`src/logic/srcPkg.sv`:
```
//==========================================================================
// Shared definitions for the single-bus datapath
// Word and memory sizes, ALU opcodes and the instruction word layout
//==========================================================================

package srcPkg;

    // Data word and register file
    localparam int dataWidth = 32;
    localparam int regCount = 16;
    localparam int regIdxWidth = 4;

    // Main memory
    localparam int memDepth = 512;
    localparam int memAddrWidth = 9;

    // ALU control
    localparam int opWidth = 5;

    localparam logic [opWidth-1:0] opNop = 5'd0;
    localparam logic [opWidth-1:0] opAdd = 5'd1;
    localparam logic [opWidth-1:0] opSub = 5'd2;
    localparam logic [opWidth-1:0] opShr = 5'd5;
    localparam logic [opWidth-1:0] opShl = 5'd6;
    localparam logic [opWidth-1:0] opShra = 5'd7;
    localparam logic [opWidth-1:0] opRor = 5'd8;
    localparam logic [opWidth-1:0] opRol = 5'd9;
    localparam logic [opWidth-1:0] opAnd = 5'd10;
    localparam logic [opWidth-1:0] opOr = 5'd11;
    localparam logic [opWidth-1:0] opNeg = 5'd12;
    localparam logic [opWidth-1:0] opNot = 5'd15;

    // Instruction word, read as register format or as immediate format
    typedef union packed {
        struct packed {
            logic [opWidth-1:0] op;
            logic [regIdxWidth-1:0] ra;
            logic [regIdxWidth-1:0] rb;
            logic [regIdxWidth-1:0] rc;
            logic [14:0] unused;
        } regForm;
        struct packed {
            logic [opWidth-1:0] op;
            logic [regIdxWidth-1:0] ra;
            logic [regIdxWidth-1:0] rb;
            // Two's complement constant, widened by the select block
            logic [18:0] constant;
        } immForm;
    } instrWord;

endpackage

```
`src/logic/busIf.sv`:
```
//==========================================================================
// Datapath bus bundle
// Every bus source value plus the resolved bus word
//==========================================================================
`timescale 1ns/10ps

interface busIf;
    import srcPkg::*;

    // Source values, one per driving block
    logic [dataWidth-1:0] regData;
    logic [dataWidth-1:0] zData;
    logic [dataWidth-1:0] mdrData;
    logic [dataWidth-1:0] pcData;
    logic [dataWidth-1:0] inPortData;
    logic [dataWidth-1:0] constData;

    // Word currently on the bus
    logic [dataWidth-1:0] busData;

    // Bus multiplexer side, which also owns PC and the input port
    modport busPort (
        input regData, zData, mdrData, constData,
        output pcData, inPortData, busData
    );

    modport regPort (output regData, input busData);
    modport aluPort (output zData, input busData);
    modport memPort (output mdrData, input busData);
    modport constPort (output constData);

endinterface

```
`src/logic/alu.sv`:
```
//==========================================================================
// ALU with Y input and Z result registers
// Z takes f(Y, bus) for the opcode, or bus + 1 for PC increment
//==========================================================================
`timescale 1ns/10ps

module alu (
    input  logic                      clk,
    input  logic                      arstN,
    input  logic                      yIn,
    input  logic                      zIn,
    input  logic                      incPc,
    input  logic [srcPkg::opWidth-1:0] opcode,
    busIf.aluPort                     bus
);
    import srcPkg::*;

    logic [dataWidth-1:0] yReg;
    logic [dataWidth-1:0] zReg;
    logic [dataWidth-1:0] result;
    logic [4:0] shiftAmt;
    logic [2*dataWidth-1:0] yPair;
    logic [2*dataWidth-1:0] rorWide;
    logic [2*dataWidth-1:0] rolWide;

    assign shiftAmt = bus.busData[4:0];

    // Rotates as shifts of Y placed next to itself
    assign yPair = {yReg, yReg};
    assign rorWide = yPair >> shiftAmt;
    assign rolWide = yPair << shiftAmt;

    always_comb begin
        case (opcode)
            opNop:   result = '0;
            opAdd:   result = yReg + bus.busData;
            opSub:   result = yReg - bus.busData;
            opShr:   result = yReg >> shiftAmt;
            opShl:   result = yReg << shiftAmt;
            opShra:  result = $signed(yReg) >>> shiftAmt;
            opRor:   result = rorWide[dataWidth-1:0];
            opRol:   result = rolWide[2*dataWidth-1:dataWidth];
            opAnd:   result = yReg & bus.busData;
            opOr:    result = yReg | bus.busData;
            // Unary ops work on the bus alone
            opNeg:   result = -bus.busData;
            opNot:   result = ~bus.busData;
            default: result = '0;
        endcase
    end

    always_ff @(posedge clk or negedge arstN) begin
        if (!arstN) begin
            yReg <= '0;
            zReg <= '0;
        end else begin
            if (yIn) begin
                yReg <= bus.busData;
            end
            if (zIn) begin
                // PC increment bypasses Y and the opcode
                zReg <= incPc ? bus.busData + dataWidth'(1) : result;
            end
        end
    end

    assign bus.zData = zReg;

endmodule

```
`src/flat_wrapper.sv`:
```
// flat-port wrapper written by rule: the top's interface ports become plain ports
module alu_flat import srcPkg::*;
  (clk, arstN, yIn, zIn, incPc, opcode, bus_zData, bus_busData);
  busIf bus_i ();
  input  logic clk;
  input  logic arstN;
  input  logic yIn;
  input  logic zIn;
  input  logic incPc;
  input  logic [srcPkg::opWidth-1:0] opcode;
  output wire logic [$bits(bus_i.zData)-1:0] bus_zData;
  input wire logic [$bits(bus_i.busData)-1:0] bus_busData;
  assign bus_zData = bus_i.zData;
  assign bus_i.busData = bus_busData;
  alu u_core (.clk(clk), .arstN(arstN), .yIn(yIn), .zIn(zIn), .incPc(incPc), .opcode(opcode), .bus(bus_i));
endmodule
```
`config.mk`:
```
export PLATFORM = sky130hd
export DESIGN_NAME = alu_flat
export DESIGN_NICKNAME = d
export VERILOG_FILES = /design/src/logic/srcPkg.sv /design/src/logic/busIf.sv /design/src/logic/alu.sv /design/src/flat_wrapper.sv
export SDC_FILE = /design/constraint.sdc
export NUM_CORES = 1
export LEC_CHECK = 0
export ABC_CLOCK_PERIOD_IN_PS = 3230
export BUFFER_PORTS_ARGS = -buffer_cell sky130_fd_sc_hd__buf_2
export CORE_MARGIN = 8
export CORE_UTILIZATION = 35
export DETAILED_ROUTE_END_ITERATION = 6
export GPL_TIMING_DRIVEN = 1
export PLACE_DENSITY = 0.62
export SLEW_MARGIN = 20
export SYNTH_ARGS = -nofsm -noshare
export SYNTH_HDL_FRONTEND = slang
export SYNTH_SLANG_ARGS = --single-unit
```
`constraint.sdc`:
```
create_clock -name clk -period 3.23 [get_ports clk]
set_input_delay 0.646 -clock clk [delete_from_list [all_inputs] [get_ports clk]]
set_output_delay 0.646 -clock clk [all_outputs]
set_load 0.05 [all_outputs]
```
== Yosys cells after proc, flatten, opt, wreduce, memory -nomap -nowiden ==
Cells that the tools add are included.

* Add/sub/neg operators: 4
* $mul: 0
* Div/mod/pow operators: 0
* Order comparisons: 0
* Eq/ne operators: 11
* Shift operators: 5
* Mux-type cells: 2
* Bitwise logic cells: 3
* Reduce and logical (&&, ||, !) cells: 0

{| class="wikitable"
|+ Operators by type and width
! cell !! number
|-
| $pmux W32 S11 || 1
|-
| $shl A64 B5 Y64 || 1
|-
| $shr A64 B5 Y32 || 1
|-
| $add A32 B1 Y32 const B || 1
|-
| $add A32 B32 Y32 || 1
|-
| $and A32 B32 Y32 || 1
|-
| $mux W32 || 1
|-
| $neg A32 Y32 || 1
|-
| $not A32 Y32 || 1
|-
| $or A32 B32 Y32 || 1
|-
| $shl A32 B5 Y32 || 1
|-
| $shr A32 B5 Y32 || 1
|-
| $sshr A32 B5 Y32 || 1
|-
| $sub A32 B32 Y32 || 1
|-
| $eq A5 B4 Y1 const B || 6
|-
| $eq A5 B3 Y1 const B || 3
|-
| $eq A5 B1 Y1 const B || 1
|-
| $eq A5 B2 Y1 const B || 1
|}

* Bits in registers: 64
* Bits in latches: 0
* Memory bits (writable): 0
* ROM bits: 0
* Input bits: 42
* Output and inout bits: 32
* Logic and storage cells: 27
* Memories kept: 0

== Logic depth before layout (Yosys ltp) ==
Gate-level depths: netlist of run 1.

* Depth in word-level cells: 3
* Mapped depth: 19

== Least setup slack after synthesis of run 1 ==
Ideal clock, no wire load.

* Path type: input to register
* From: in opcode[1] in the netlist's numbering
* To: reg u_core.zReg[29] (netlist: u_core.bus.zData[29])
* Arrival time: 4242 ps
* Setup slack: -1090 ps
* Stages on the path: 19
* Path through: buf_2 > or2_2 > clkbuf_1 > nor3_1 > clkbuf_1 > clkbuf_1 > nor2_1 > ha_1 > buf_2 > a21o_1 > a21o_1 > a21o_1 > a21oi_1 > o21bai_1 > a221oi_1 > o21ai_0 > or3_1 > a41o_1 > a21oi_1

* Cells in the longest elaborated chain, start to end: 3

{| class="wikitable"
|+ Ends and longest elaborated chain
! element !! RTL line !! source
|-
| start, declared || flat_wrapper.sv:10 || <nowiki>input logic [srcPkg::opWidth-1:0] opcode;</nowiki>
|-
| $eq A5 B4 Y1, or another cell as far along || alu.sv:34 || <nowiki>case (opcode)</nowiki>
|-
| $pmux W32 S11 (*) || alu.sv:34 ||
|-
| $mux W32 (*) || alu.sv:62 || <nowiki>zReg <= incPc ? bus.busData + dataWidth'(1) : result;</nowiki>
|-
| end signal, assigned || alu.sv:62 ||
|-
| end, declared || alu.sv:19 || <nowiki>logic [dataWidth-1:0] zReg;</nowiki>
|}

Every way passes the cells marked *; elsewhere a longest branch is shown, timed or not.
A chain may end at the register's enable or synchronous reset.

== Worst setup path in the final report of run 1 ==
* From: in opcode[1] in the netlist's numbering
* To: reg u_core.zReg[23] (netlist: u_core.bus.zData[23])

The elaborated chain is that of the path after synthesis.

==> qor.txt, run 1 <==
====================================================================================
Critical path data arrival time                                              3.86 ns
Clock latency reported for the late side of the worst-skew pair              0.37 ns
Number of enable flip-flop cells after synthesis                                   0
Effective utilization at floorplan                                             35.5%
Synth top area cells                                                    sky130_fd_sc_hd__dfrtp_1 12%, sky130_fd_sc_hd__ha_1 9.8%, sky130_fd_sc_hd__nor2_1 6.4%
Final period utilization                                                        112%
Most congested layer reported by global routing                                 met2
Hold violation count in the final report                                           0
Max IR drop VDD                                                             0.218 mV
Synthesized netlist cell count                                                 1,884
Antenna violations before repair                                                   2
Synthesized area per cell                                                  7.09 um^2
Met2 Usage GRT                                                                 51.0%
Unrepaired setup endpoints after global routing                                  yes
Register bit count reported by yosys                                              64
Shortest period the worst path allows                                        3.63 ns
Vias in the first global route                                                17,000
Final worst slack                                                          -0.404 ns
Series of cell instances along the critical path                        buf_6 > or2_4 > or3_4 > nand2_4 > inv_2 > ha_4 > nand2b_4 > a21oi_4 > or4_4 > a221oi_4 > buf_6 > o31a_1 > o21ai_4 > buf_6 > a21oi_2 > xnor2_1 > a221oi_1 > o221ai_1
Weighted congestion at the end of routability-driven global placement           1.06
Share of total power in the clock network                                      17.2%
Final Hold Slack                                                            0.463 ns
Antenna fix cells                                                                  0
Power density normalized to cell area                                    323 mW/mm^2
HP Class                                                                primary input to asynchronous set/reset pin
Die footprint                                                            0.0447 mm^2
I/O Buffers                                                                       73
Total iterations of the first detailed-routing run                                 6
Count of final setup violators                                                    22
Root buf cell                                                           sky130_fd_sc_hd__clkbuf_16
Area after DPL                                                           0.0186 mm^2
Static power due to leakage                                                  9.05 nW
Share of final-layout standard cells stronger than drive strength 1            35.7%
CP endpoint kind                                                           flip-flop
Max stage delay on crit path                                                 0.50 ns
Total count of max-transition violations in the final report                       0
H-tree level count                                                                 3
Number of buffers created by CTS                                                   9
Placeable Area                                                           0.0377 mm^2
# Max-Cap Violations                                                               0
Ys Warns                                                                           0
Data required time of the critical path                                      3.46 ns
Residual DRC                                                                       0
Cell mode on critical path                                              sky130_fd_sc_hd__buf_6
Global-route wire length before repair                                    114,000 um
Clock slew seen by the registers of the worst setup and hold paths           0.06 ns
Layout-stage area growth over the synthesis result                             47.2%
Share of the yosys chip area belonging to registers                            12.0%
Power Internal                                                             0.00338 W
Vias/cell                                                                       6.08
Met3 usage in global routing                                                   5.68%
Area of the mapped netlist                                               0.0134 mm^2
Post-synth net total                                                           2,033
Slowest cell on the critical path                                       sky130_fd_sc_hd__or4_4
Setup clock skew after layout                                              0.0122 ns
Iteration-0 DRC count of the detailed router                                   2,230
Congestion Overflow GR                                                             0
GR Layer Usage met1                                                            47.9%
HPWL Detailed                                                              63,700 um
Critical-path maximum fanout                                                       4
Final cell area excluding filler cells                                   0.0197 mm^2
Proportion of power drawn by combinational gates                               66.9%
Top-area cell type share of the netlist area                                   12.0%
Number of nets in the layout                                                   2,587
Chip width                                                                    211 um
Worst Max-Slew Pin Slew                                                      1.18 ns
Overall via count from detail_route                                           18,000
Clock sink count                                                                  64
Placement-stage worst setup slack                                          -0.873 ns
Async SR Flop Fraction                                                          100%
Fraction of power spent switching nets                                         46.8%
DRT Wirelength                                                             79,400 um
Critical Setup Path Class                                               primary input to flip-flop
GRT Util Overall                                                               34.1%
Final ANT Viol Nets                                                                0
Synth unique cells                                                                86
Total net switching power                                                  0.00297 W
Portion of total power attributed to sequential cells                          15.9%
Register-to-register setup slack                                            -0.20 ns
Run status                                                              complete, but fails checks
Remaining max-slew budget at the tightest pin                                  20.6%
Maximum clock frequency                                                      275 MHz
TritonCTS clock tree                                                            done
Biggest area consumer among synthesized cells                           sky130_fd_sc_hd__dfrtp_1
Height of the die                                                             211 um
Top-Level Pins                                                                    74
Most used flip-flop cell after synthesis                                sky130_fd_sc_hd__dfrtp_1
Startpoint type of the worst setup path                                 primary input
Pin count of the biggest net entering global routing                              72
Average wire length per cell after detail routing                            26.9 um
Failing checks                                                          negative setup slack
Maximum clock insertion buffer count                                               2
Number of rows in the core area                                                   71
====================================================================================
## final timing paths
path,start,to,depth (start not counted)
min,arstN,u_core.bus.zData[7]$_DFFE_PN0P_,1
max,opcode[1],u_core.bus.zData[23]$_DFFE_PN0P_,18
min reg2reg,u_core.bus.zData[3]$_DFFE_PN0P_,u_core.bus.zData[3]$_DFFE_PN0P_,2
max in group asynchronous,arstN,u_core.bus.zData[31]$_DFFE_PN0P_,1
min in group clk,u_core.bus.zData[3]$_DFFE_PN0P_,u_core.bus.zData[3]$_DFFE_PN0P_,2
max reg2reg,u_core.yReg[1]$_DFFE_PN0P_,u_core.bus.zData[31]$_DFFE_PN0P_,12
## power by group through the flow
stage / registers [W] / clock network, W / logic, W
detailed placement: 0.00101 / 0 / 0.00388
global placement: 0.00101 / 0 / 0.00387
global route: 0.00101 / 0.00113 / 0.00446
finish: 0.00101 / 0.00109 / 0.00425
CTS: 0.00100 / 0.00109 / 0.00402
floorplan: 0.00113 / 0 / 0.00183
## flip-flops by register name, summed over array words and instances, names as in the netlist
| register | flops |
|---|---|
| u_core.bus.zData | 32 |
| u_core.yReg | 32 |
## worst max-delay path, delay by kind of cell
family | cells | cell delay, ns
simple gates | 5 | 1.35
xor+xnor | 1 | 0.08
buf+inv | 4 | 0.42
compound gates | 7 | 1.13
fa+ha+maj | 1 | 0.22
## layer usage
layer,up-vias,share of wire (%),wire [um]
met4,4,4.6,3680
met1,8706,43,34000
met3,173,10,8020
met2,1024,42,33700
li1,8066,-,-
met5,-,0.031,25
## cells in the final DEF (no fill, tap or decap), drive strengths merged, types with 10 or more instances in the layout
master   instances
buf            681
nor2           229
nand2          201
a21oi          167
o21ai          167
ha             105
inv             87
mux2i           79
dfrtp           64
xnor2           59
nand3           47
o22ai           43
nor3            38
a21o            33
mux2            30
a211oi          30
mux4            26
a31oi           25
o211ai          23
a221oi          22
o221ai          21
nand4           17
clkbuf          16
and2            15
xor2            15
o21bai          14
o21a            13
nand2b          13
o31ai           13
a2111oi         11
or3             10
nor4            10
## cell type report
cell class	count	area (um^2)
timing repair buffer	684	5310
multi-input combinational	1591	11500
tap	511	639
clock buffer	13	260
clock inverter	3	40.0
fill	3798	18000
sequential	64	1600
inverter	88	333
## cells by family (layout without fill, tap and decap cells)
| family | count (synthesis) | count (layout) | synth area share (%) |
|---|---|---|---|
| multiplexers | 135 | 135 | 13.1 |
| XOR/XNOR | 74 | 74 | 4.85 |
| AND/OR/NAND/NOR | 624 | 624 | 20.9 |
| flip-flops | 64 | 64 | 12.0 |
| AO/OA/AOI/OAI | 651 | 651 | 31.6 |
| adder cells (fa/ha/maj) | 107 | 107 | 10.1 |
| buffers and inverters | 229 | 788 | 7.36 |
## metrics by stage
step / setup TNS, ns / utilization, % / power (W) / instances
final: -4.67 / 52.2 / 0.00635 / 2954
after global placement: -16.65 / 49.3 / 0.00489 / 2919
after global routing: -6.96 / 52.2 / 0.00659 / 2954
after CTS: -5.76 / 51.0 / 0.00612 / 2941
after detailed placement: -17.67 / 49.3 / 0.00489 / 2919
after floorplan: -5.05 / - / 0.00296 / 1884
## synthesized netlist by cell type (all sizes together) (22+ instances only)
master,count
o21ai,167
a21o,33
buf,60
ha,105
mux2i,79
xnor2,59
a21oi,167
nor3,38
o211ai,23
nand2,201
o22ai,43
clkbuf,81
dfrtp,64
inv,87
nor2,229
nand3,47
a31oi,25
mux2,30
a221oi,22
mux4,26
a211oi,30
## timing repair
action                                  in CTS  in global routing
buffers inserted                             7                 12
hold buffers                                 0                  0
endpoints found under the hold margin        0                  0
gates resized for setup                     60                 66
endpoints found under the setup margin      25                 29
pin swaps                                   44                 36
cloned                                       0                  3
Power figures use the tool's default switching activity.
==> run 2, diff against run 1 <==
Settings changed: ABC_CLOCK_PERIOD_IN_PS 3230 to 3900, PLACE_DENSITY 0.62 to 0.61.
Clock period 3.23 ns to 3.9 ns, I/O delays scaled along.
==> run 2 against run 1 <==
  * The run now ends clean
  * Count of clock-buffer cells in the layout decreased by 1
  * Non-clock buffer count decreased by 302
  * Clock skew decreased by 0.0034 ns
  * Sequential power decreased by 15%
==> qor.txt, run 2 (same netlist as run 1, synthesis figures left out) <==
====================================================================================
Total count of max-transition violations in the final report                       0
GRT Util Overall                                                               31.9%
Vias/cell                                                                       6.44
Worst Max-Slew Pin Slew                                                     0.977 ns
HP Class                                                                flip-flop to flip-flop
Clock latency reported for the late side of the worst-skew pair              0.36 ns
Effective utilization at floorplan                                             35.5%
Iteration-0 DRC count of the detailed router                                   2,879
# Max-Cap Violations                                                               0
Maximum clock insertion buffer count                                               2
Critical-path maximum fanout                                                       4
Pin count of the biggest net entering global routing                             115
Number of nets in the layout                                                   2,285
Critical Setup Path Class                                               primary input to flip-flop
Static power due to leakage                                                  7.41 nW
Max IR drop VDD                                                             0.176 mV
Weighted congestion at the end of routability-driven global placement           1.11
CP endpoint kind                                                           flip-flop
Number of rows in the core area                                                   71
Root buf cell                                                           sky130_fd_sc_hd__clkbuf_16
Most common cell after layout, fill and taps aside                      sky130_fd_sc_hd__buf_4
Data required time of the critical path                                      4.14 ns
Unrepaired setup endpoints after global routing                                  yes
Delay-heaviest family, CP                                               compound AO/OA/AOI/OAI gates
Max stage delay on crit path                                                 0.40 ns
Most frequent cells in the layout                                       304 x sky130_fd_sc_hd__buf_4, 226 x sky130_fd_sc_hd__nor2_1, 200 x sky130_fd_sc_hd__nand2_1
Series of cell instances along the critical path                        buf_2 > or2_4 > or3_4 > nand2_1 > ha_2 > fa_1 > nand3b_1 > a211oi_1 > buf_4 > o21ai_0 > nand2_1 > a21oi_2 > o2bb2ai_4 > o21ai_0 > xnor2_1 > o221ai_1 > a221o_1
Setup TNS                                                                       0 ns
Clock slew seen by the registers of the worst setup and hold paths           0.06 ns
Hold violation count in the final report                                           0
WHS Path Cells                                                                     2
Vias in the first global route                                                16,000
Height of the die                                                             211 um
Power density normalized to cell area                                    279 mW/mm^2
Maximum clock frequency                                                      257 MHz
Clock sink count                                                                  64
Crit path buf inv count                                                            2
WHS Endpoint                                                            u_core.bus.zData[8]$_DFFE_PN0P_
Count of final setup violators                                                     0
Setup clock skew after layout                                             0.00879 ns
Final period utilization                                                       99.7%
Area after DPL                                                           0.0162 mm^2
Final ANT Viol Nets                                                                0
Share of final-layout standard cells stronger than drive strength 1            22.9%
Chip width                                                                    211 um
Placeable Area                                                           0.0377 mm^2
Register-to-register setup slack                                             0.13 ns
Average wire length per cell after detail routing                            27.7 um
Residual DRC                                                                       0
Final Hold Slack                                                            0.490 ns
RR Startpoint                                                           u_core.yReg[3]$_DFFE_PN0P_
Startpoint type of the worst setup path                                 primary input
Slowest cell on the critical path                                       sky130_fd_sc_hd__or3_4
Overall via count from detail_route                                           17,100
Origin of the worst min-delay path                                      u_core.bus.zData[8]$_DFFE_PN0P_
Final cell area excluding filler cells                                   0.0166 mm^2
Shortest period the worst path allows                                        3.89 ns
Layout-stage area growth over the synthesis result                             24.3%
Global-route wire length before repair                                    107,000 um
Capturing point of the worst reg2reg path                               u_core.bus.zData[30]$_DFFE_PN0P_
Die footprint                                                            0.0447 mm^2
Antenna violations before repair                                                   1
Remaining max-slew budget at the tightest pin                                  34.8%
HPWL Detailed                                                              58,300 um
Critical path data arrival time                                              4.13 ns
I/O Buffers                                                                       73
DRT Wirelength                                                             73,600 um
Cts-stage hold buffer count                                                        0
Number of buffers created by CTS                                                   9
Run status                                                              finished clean
Congestion Overflow GR                                                             0
Top-Level Pins                                                                    74
TritonCTS clock tree                                                            done
H-tree level count                                                                 3
Total iterations of the first detailed-routing run                                 6
R2r worst-path depth                                                              13
====================================================================================
==> run 2: worst max-delay path by stage <==
stage                               from                                to  cells after the start
final                          opcode[4]  u_core.bus.zData[24]$_DFFE_PN0P_                     17
after global placement    bus_busData[0]   u_core.bus.zData[4]$_DFFE_PN0P_                     12
after global routing           opcode[4]  u_core.bus.zData[24]$_DFFE_PN0P_                     17
after CTS                      opcode[4]  u_core.bus.zData[24]$_DFFE_PN0P_                     17
after floorplan                opcode[1]  u_core.bus.zData[23]$_DFFE_PN0P_                     17
after detailed placement       opcode[4]  u_core.bus.zData[24]$_DFFE_PN0P_                     17
==> run 2: area by class of cell <==
cell class	count	area [um^2]
clock inverter	3	65.1
antenna	1	2.50
clock buffer	12	256
timing repair buffer	382	2820
inverter	88	330
fill	3935	21100
tap	511	639
sequential	64	1600
multi-input combinational	1591	10900
==> run 2: worst reg2reg max path: cells and delay by family, from the launching register on <==
family,cells,cell delay (ns)
and+or+nand+nor,1,0.51
AOI/OAI and AO/OA,8,1.71
adders and majority gates,1,0.37
DFF,1,0.48
xor gates and xnor gates,1,0.27
buffers and inverters,2,0.33
==> run 2: routing by layer <==
layer  share of wire (%)  global-route usage, %  vias up
met3                  12                   7.10      199
li1                    -                      -     7465
met2                  42                   47.2     1176
met1                  40                   42.9     8228
met5                   0                      0        -
met4                 5.7                   16.2        0
==> run 2: per-stage QoR <==
step | cells | total power, W | setup WS [ns] | utilization (%)
3_3_place_gp | 2634 | 0.00352 | -0.352 | 43.0
6_report | 2652 | 0.00463 | 0.0128 | 44.1
4_1_cts | 2649 | 0.00451 | 0.0126 | 43.9
3_5_place_dp | 2634 | 0.00354 | -0.341 | 43.0
5_1_grt | 2651 | 0.00481 | -0.0632 | 44.1
2_1_floorplan | 1884 | 0.00241 | -0.0279 | -
==> run 2: what timing repair did <==
action,4_1_cts,5_1_grt
gates resized for setup,1,14
hold endpoints to repair,0,0
setup endpoints to repair,1,15
pin swaps,0,4
setup buffers,0,2
==> run 2: power by group <==
group	internal (W)	switching (W)	total (W)	leakage (nW)
Clock	0.000592	0.000366	0.000957	0.159
Combinational	0.00109	0.00172	0.00281	6.46
Sequential	0.000730	0.000124	0.000855	0.794
==> run 3, diff against run 2 <==
Settings changed: ABC_CLOCK_PERIOD_IN_PS 3900 to 4230, CAP_MARGIN set to 20.
Clock period 3.9 ns to 4.23 ns, I/O delays scaled along.
==> run 3 against run 2 <==
  * Setup slack better by 0.056 ns
  * Die area unchanged
  * Worst hold slack better by 0.0054 ns
  * Non-clock buffer count down 67
  * Clock skew up 0.0049 ns
  * Global-route usage up 0.24 points
  * Flip-flop and latch count unchanged
  * Wire length up 1.4%
  * Cell area down 3.1%
  * Sequential power down 6.1%
  * Cell count down 2.5%
  * Utilization down 1.4 points
  * Largest cell class unchanged
  * Largest power group unchanged
  * Highest routed layer is now met5
==> qor.txt, run 3 (same netlist as run 1, synthesis figures left out) <==
====================================================================================
Run status                                                              finished clean
Hold violation count in the final report                                           0
Placement-stage worst setup slack                                          -0.464 ns
Final worst slack                                                          0.0688 ns
Final cell utilization of the core                                             42.7%
Placed cell count                                                              2,564
Clock sink count                                                                  64
Static power due to leakage                                                  7.07 nW
Fillers                                                                        3,997
Max stage delay on crit path                                                 0.50 ns
Die footprint                                                            0.0447 mm^2
Slowest cell on the critical path                                       sky130_fd_sc_hd__or4_4
Most common cell after layout, fill and taps aside                      sky130_fd_sc_hd__buf_4
Vias in the first global route                                                15,800
GRT Util Overall                                                               32.1%
Antenna fix cells                                                                  0
Fin cells                                                                      2,585
Top-Level Pins                                                                    74
Total count of max-transition violations in the final report                       0
Layout-stage area growth over the synthesis result                             20.5%
TritonCTS clock tree                                                            done
Chip width                                                                    211 um
Global-route wire length before repair                                    107,000 um
Critical path data arrival time                                              4.37 ns
Critical-path maximum fanout                                                       5
HPWL Detailed                                                              58,600 um
Storage element area                                                    0.00160 mm^2
Critical Setup Path Class                                               primary input to flip-flop
Setup clock skew after layout                                              0.0137 ns
Final ANT Viol Nets                                                                0
Residual DRC                                                                       0
Iteration-0 DRC count of the detailed router                                   2,279
Series of cell instances along the critical path                        buf_2 > or2_4 > buf_6 > nor3_4 > buf_6 > clkbuf_16 > nor2_1 > ha_4 > nand2_1 > nand2_1 > or4_4 > a221oi_4 > o31a_1 > o21ai_4 > a21oi_2 > xnor2_2 > a221oi_2 > o221ai_1
Startpoint type of the worst setup path                                 primary input
Max IR drop VDD                                                             0.160 mV
Setup TNS                                                                       0 ns
Congestion Overflow GR                                                             0
I/O Buffers                                                                       73
Remaining max-slew budget at the tightest pin                                  34.0%
Power density normalized to cell area                                    254 mW/mm^2
Multi-input logic area                                                   0.0109 mm^2
Count of final setup violators                                                     0
Weighted congestion at the end of routability-driven global placement           1.07
# Max-Cap Violations                                                               0
Share of final-layout standard cells stronger than drive strength 1            20.6%
Most frequent cells in the layout                                       235 x sky130_fd_sc_hd__buf_4, 226 x sky130_fd_sc_hd__nor2_1, 200 x sky130_fd_sc_hd__nand2_1
Number of nets in the layout                                                   2,218
Placeable Area                                                           0.0377 mm^2
Shortest period the worst path allows                                        4.16 ns
HP Class                                                                flip-flop to flip-flop
Vias/cell                                                                       6.44
H-tree level count                                                                 3
Total iterations of the first detailed-routing run                                 7
Antenna violations before repair                                                   1
Average wire length per cell after detail routing                            28.8 um
Clock slew seen by the registers of the worst setup and hold paths           0.07 ns
Number of rows in the core area                                                   71
Effective utilization at floorplan                                             35.5%
Unrepaired setup endpoints after global routing                                  yes
Final period utilization                                                       98.4%
Crit path buf inv count                                                            4
Maximum clock frequency                                                      240 MHz
Overall via count from detail_route                                           16,600
Pin count of the biggest net entering global routing                             109
Height of the die                                                             211 um
Worst Max-Slew Pin Slew                                                     0.990 ns
Maximum clock insertion buffer count                                               2
DRT Wirelength                                                             74,600 um
Register-to-register setup slack                                             0.37 ns
Number of buffers created by CTS                                                   9
CP endpoint kind                                                           flip-flop
Root buf cell                                                           sky130_fd_sc_hd__clkbuf_16
Data required time of the critical path                                      4.44 ns
Delay-heaviest family, CP                                               compound AO/OA/AOI/OAI gates
Final Hold Slack                                                            0.496 ns
Clock latency reported for the late side of the worst-skew pair              0.36 ns
====================================================================================
-- run 3: cell count changes in the layout (fill, tap and decap cells not counted), moves of 2 or more --
cell / delta
sky130_fd_sc_hd__o311ai_1: -3
sky130_fd_sc_hd__buf_6: +2
sky130_fd_sc_hd__clkbuf_8: -2
sky130_fd_sc_hd__o311ai_0: +3
sky130_fd_sc_hd__clkinvlp_4: +2
sky130_fd_sc_hd__buf_4: -69
sky130_fd_sc_hd__bufinv_16: -2
sky130_fd_sc_hd__clkinv_2: +2
-- run 3: layout make-up --
class / instances / area share [%]
clock buffer: 9 / 1.40
tap: 511 / 3.97
inverter: 88 / 2.05
timing repair buffer: 315 / 14.5
clock inverter: 7 / 0.295
multi-input combinational: 1591 / 67.8
sequential: 64 / 9.95
-- run 3: worst register-to-register path, stage by stage, from the launching register on --
cell and delay [ns]:
sky130_fd_sc_hd__dfrtp_1 0.71, sky130_fd_sc_hd__inv_1 0.15, sky130_fd_sc_hd__ha_1 0.33, sky130_fd_sc_hd__a211oi_1 0.25
sky130_fd_sc_hd__nor2_1 0.12, sky130_fd_sc_hd__o31a_1 0.30, sky130_fd_sc_hd__a31oi_1 0.37, sky130_fd_sc_hd__o21ai_2 0.14
sky130_fd_sc_hd__a41oi_1 0.52, sky130_fd_sc_hd__o311ai_1 0.25, sky130_fd_sc_hd__mux2i_1 0.22, sky130_fd_sc_hd__a211oi_1 0.29
sky130_fd_sc_hd__a21oi_1 0.10
-- run 3: what timing repair did --
| item | 4_1_cts | 5_1_grt |
|---|---|---|
| pin swaps | 0 | 13 |
| buffers inserted | 0 | 4 |
| hold buffers | 0 | 0 |
| setup endpoints to repair | 3 | 11 |
| gates cloned | 0 | 1 |
| gates resized for setup | 3 | 24 |
-- run 3: routing by layer --
metal | vias to the layer above | wire (um) | global-route usage, %
met5 | - | 13 | 0
met4 | 2 | 4250 | 16.5
met3 | 219 | 8600 | 8.43
met2 | 1081 | 30900 | 47.1
met1 | 8007 | 30800 | 42.8
li1 | 7329 | - | -
-- run 3: path summary, 6_finish.rpt --
path / startpoint / to / cells after the start
setup / recovery: opcode[4] / u_core.bus.zData[23]$_DFFE_PN0P_ / 18
min in group asynchronous: arstN / u_core.yReg[8]$_DFFE_PN0P_ / 1
max in group asynchronous: arstN / u_core.yReg[30]$_DFFE_PN0P_ / 1
hold reg to reg: u_core.bus.zData[8]$_DFFE_PN0P_ / u_core.bus.zData[8]$_DFFE_PN0P_ / 2
hold / removal: u_core.bus.zData[8]$_DFFE_PN0P_ / u_core.bus.zData[8]$_DFFE_PN0P_ / 2
setup reg to reg: u_core.yReg[1]$_DFFE_PN0P_ / u_core.bus.zData[31]$_DFFE_PN0P_ / 12
-- run 3: report_power, final --
| part | leakage (nW) | switching (W) | internal (W) | total (W) |
|---|---|---|---|---|
| Combinational | 6.15 | 0.00158 | 0.000947 | 0.00252 |
| Sequential | 0.794 | 0.000131 | 0.000673 | 0.000803 |
| Clock | 0.132 | 0.000364 | 0.000398 | 0.000762 |
| Total | 7.07 | 0.00207 | 0.00202 | 0.00409 |
-- run 3: through the flow --
stage | total power, W | instance area (um^2)
floorplan | 0.00221 | 13400
global placement | 0.00320 | 15600
detailed placement | 0.00320 | 15600
CTS | 0.00397 | 15900
global route | 0.00426 | 16100
finish | 0.00409 | 16100
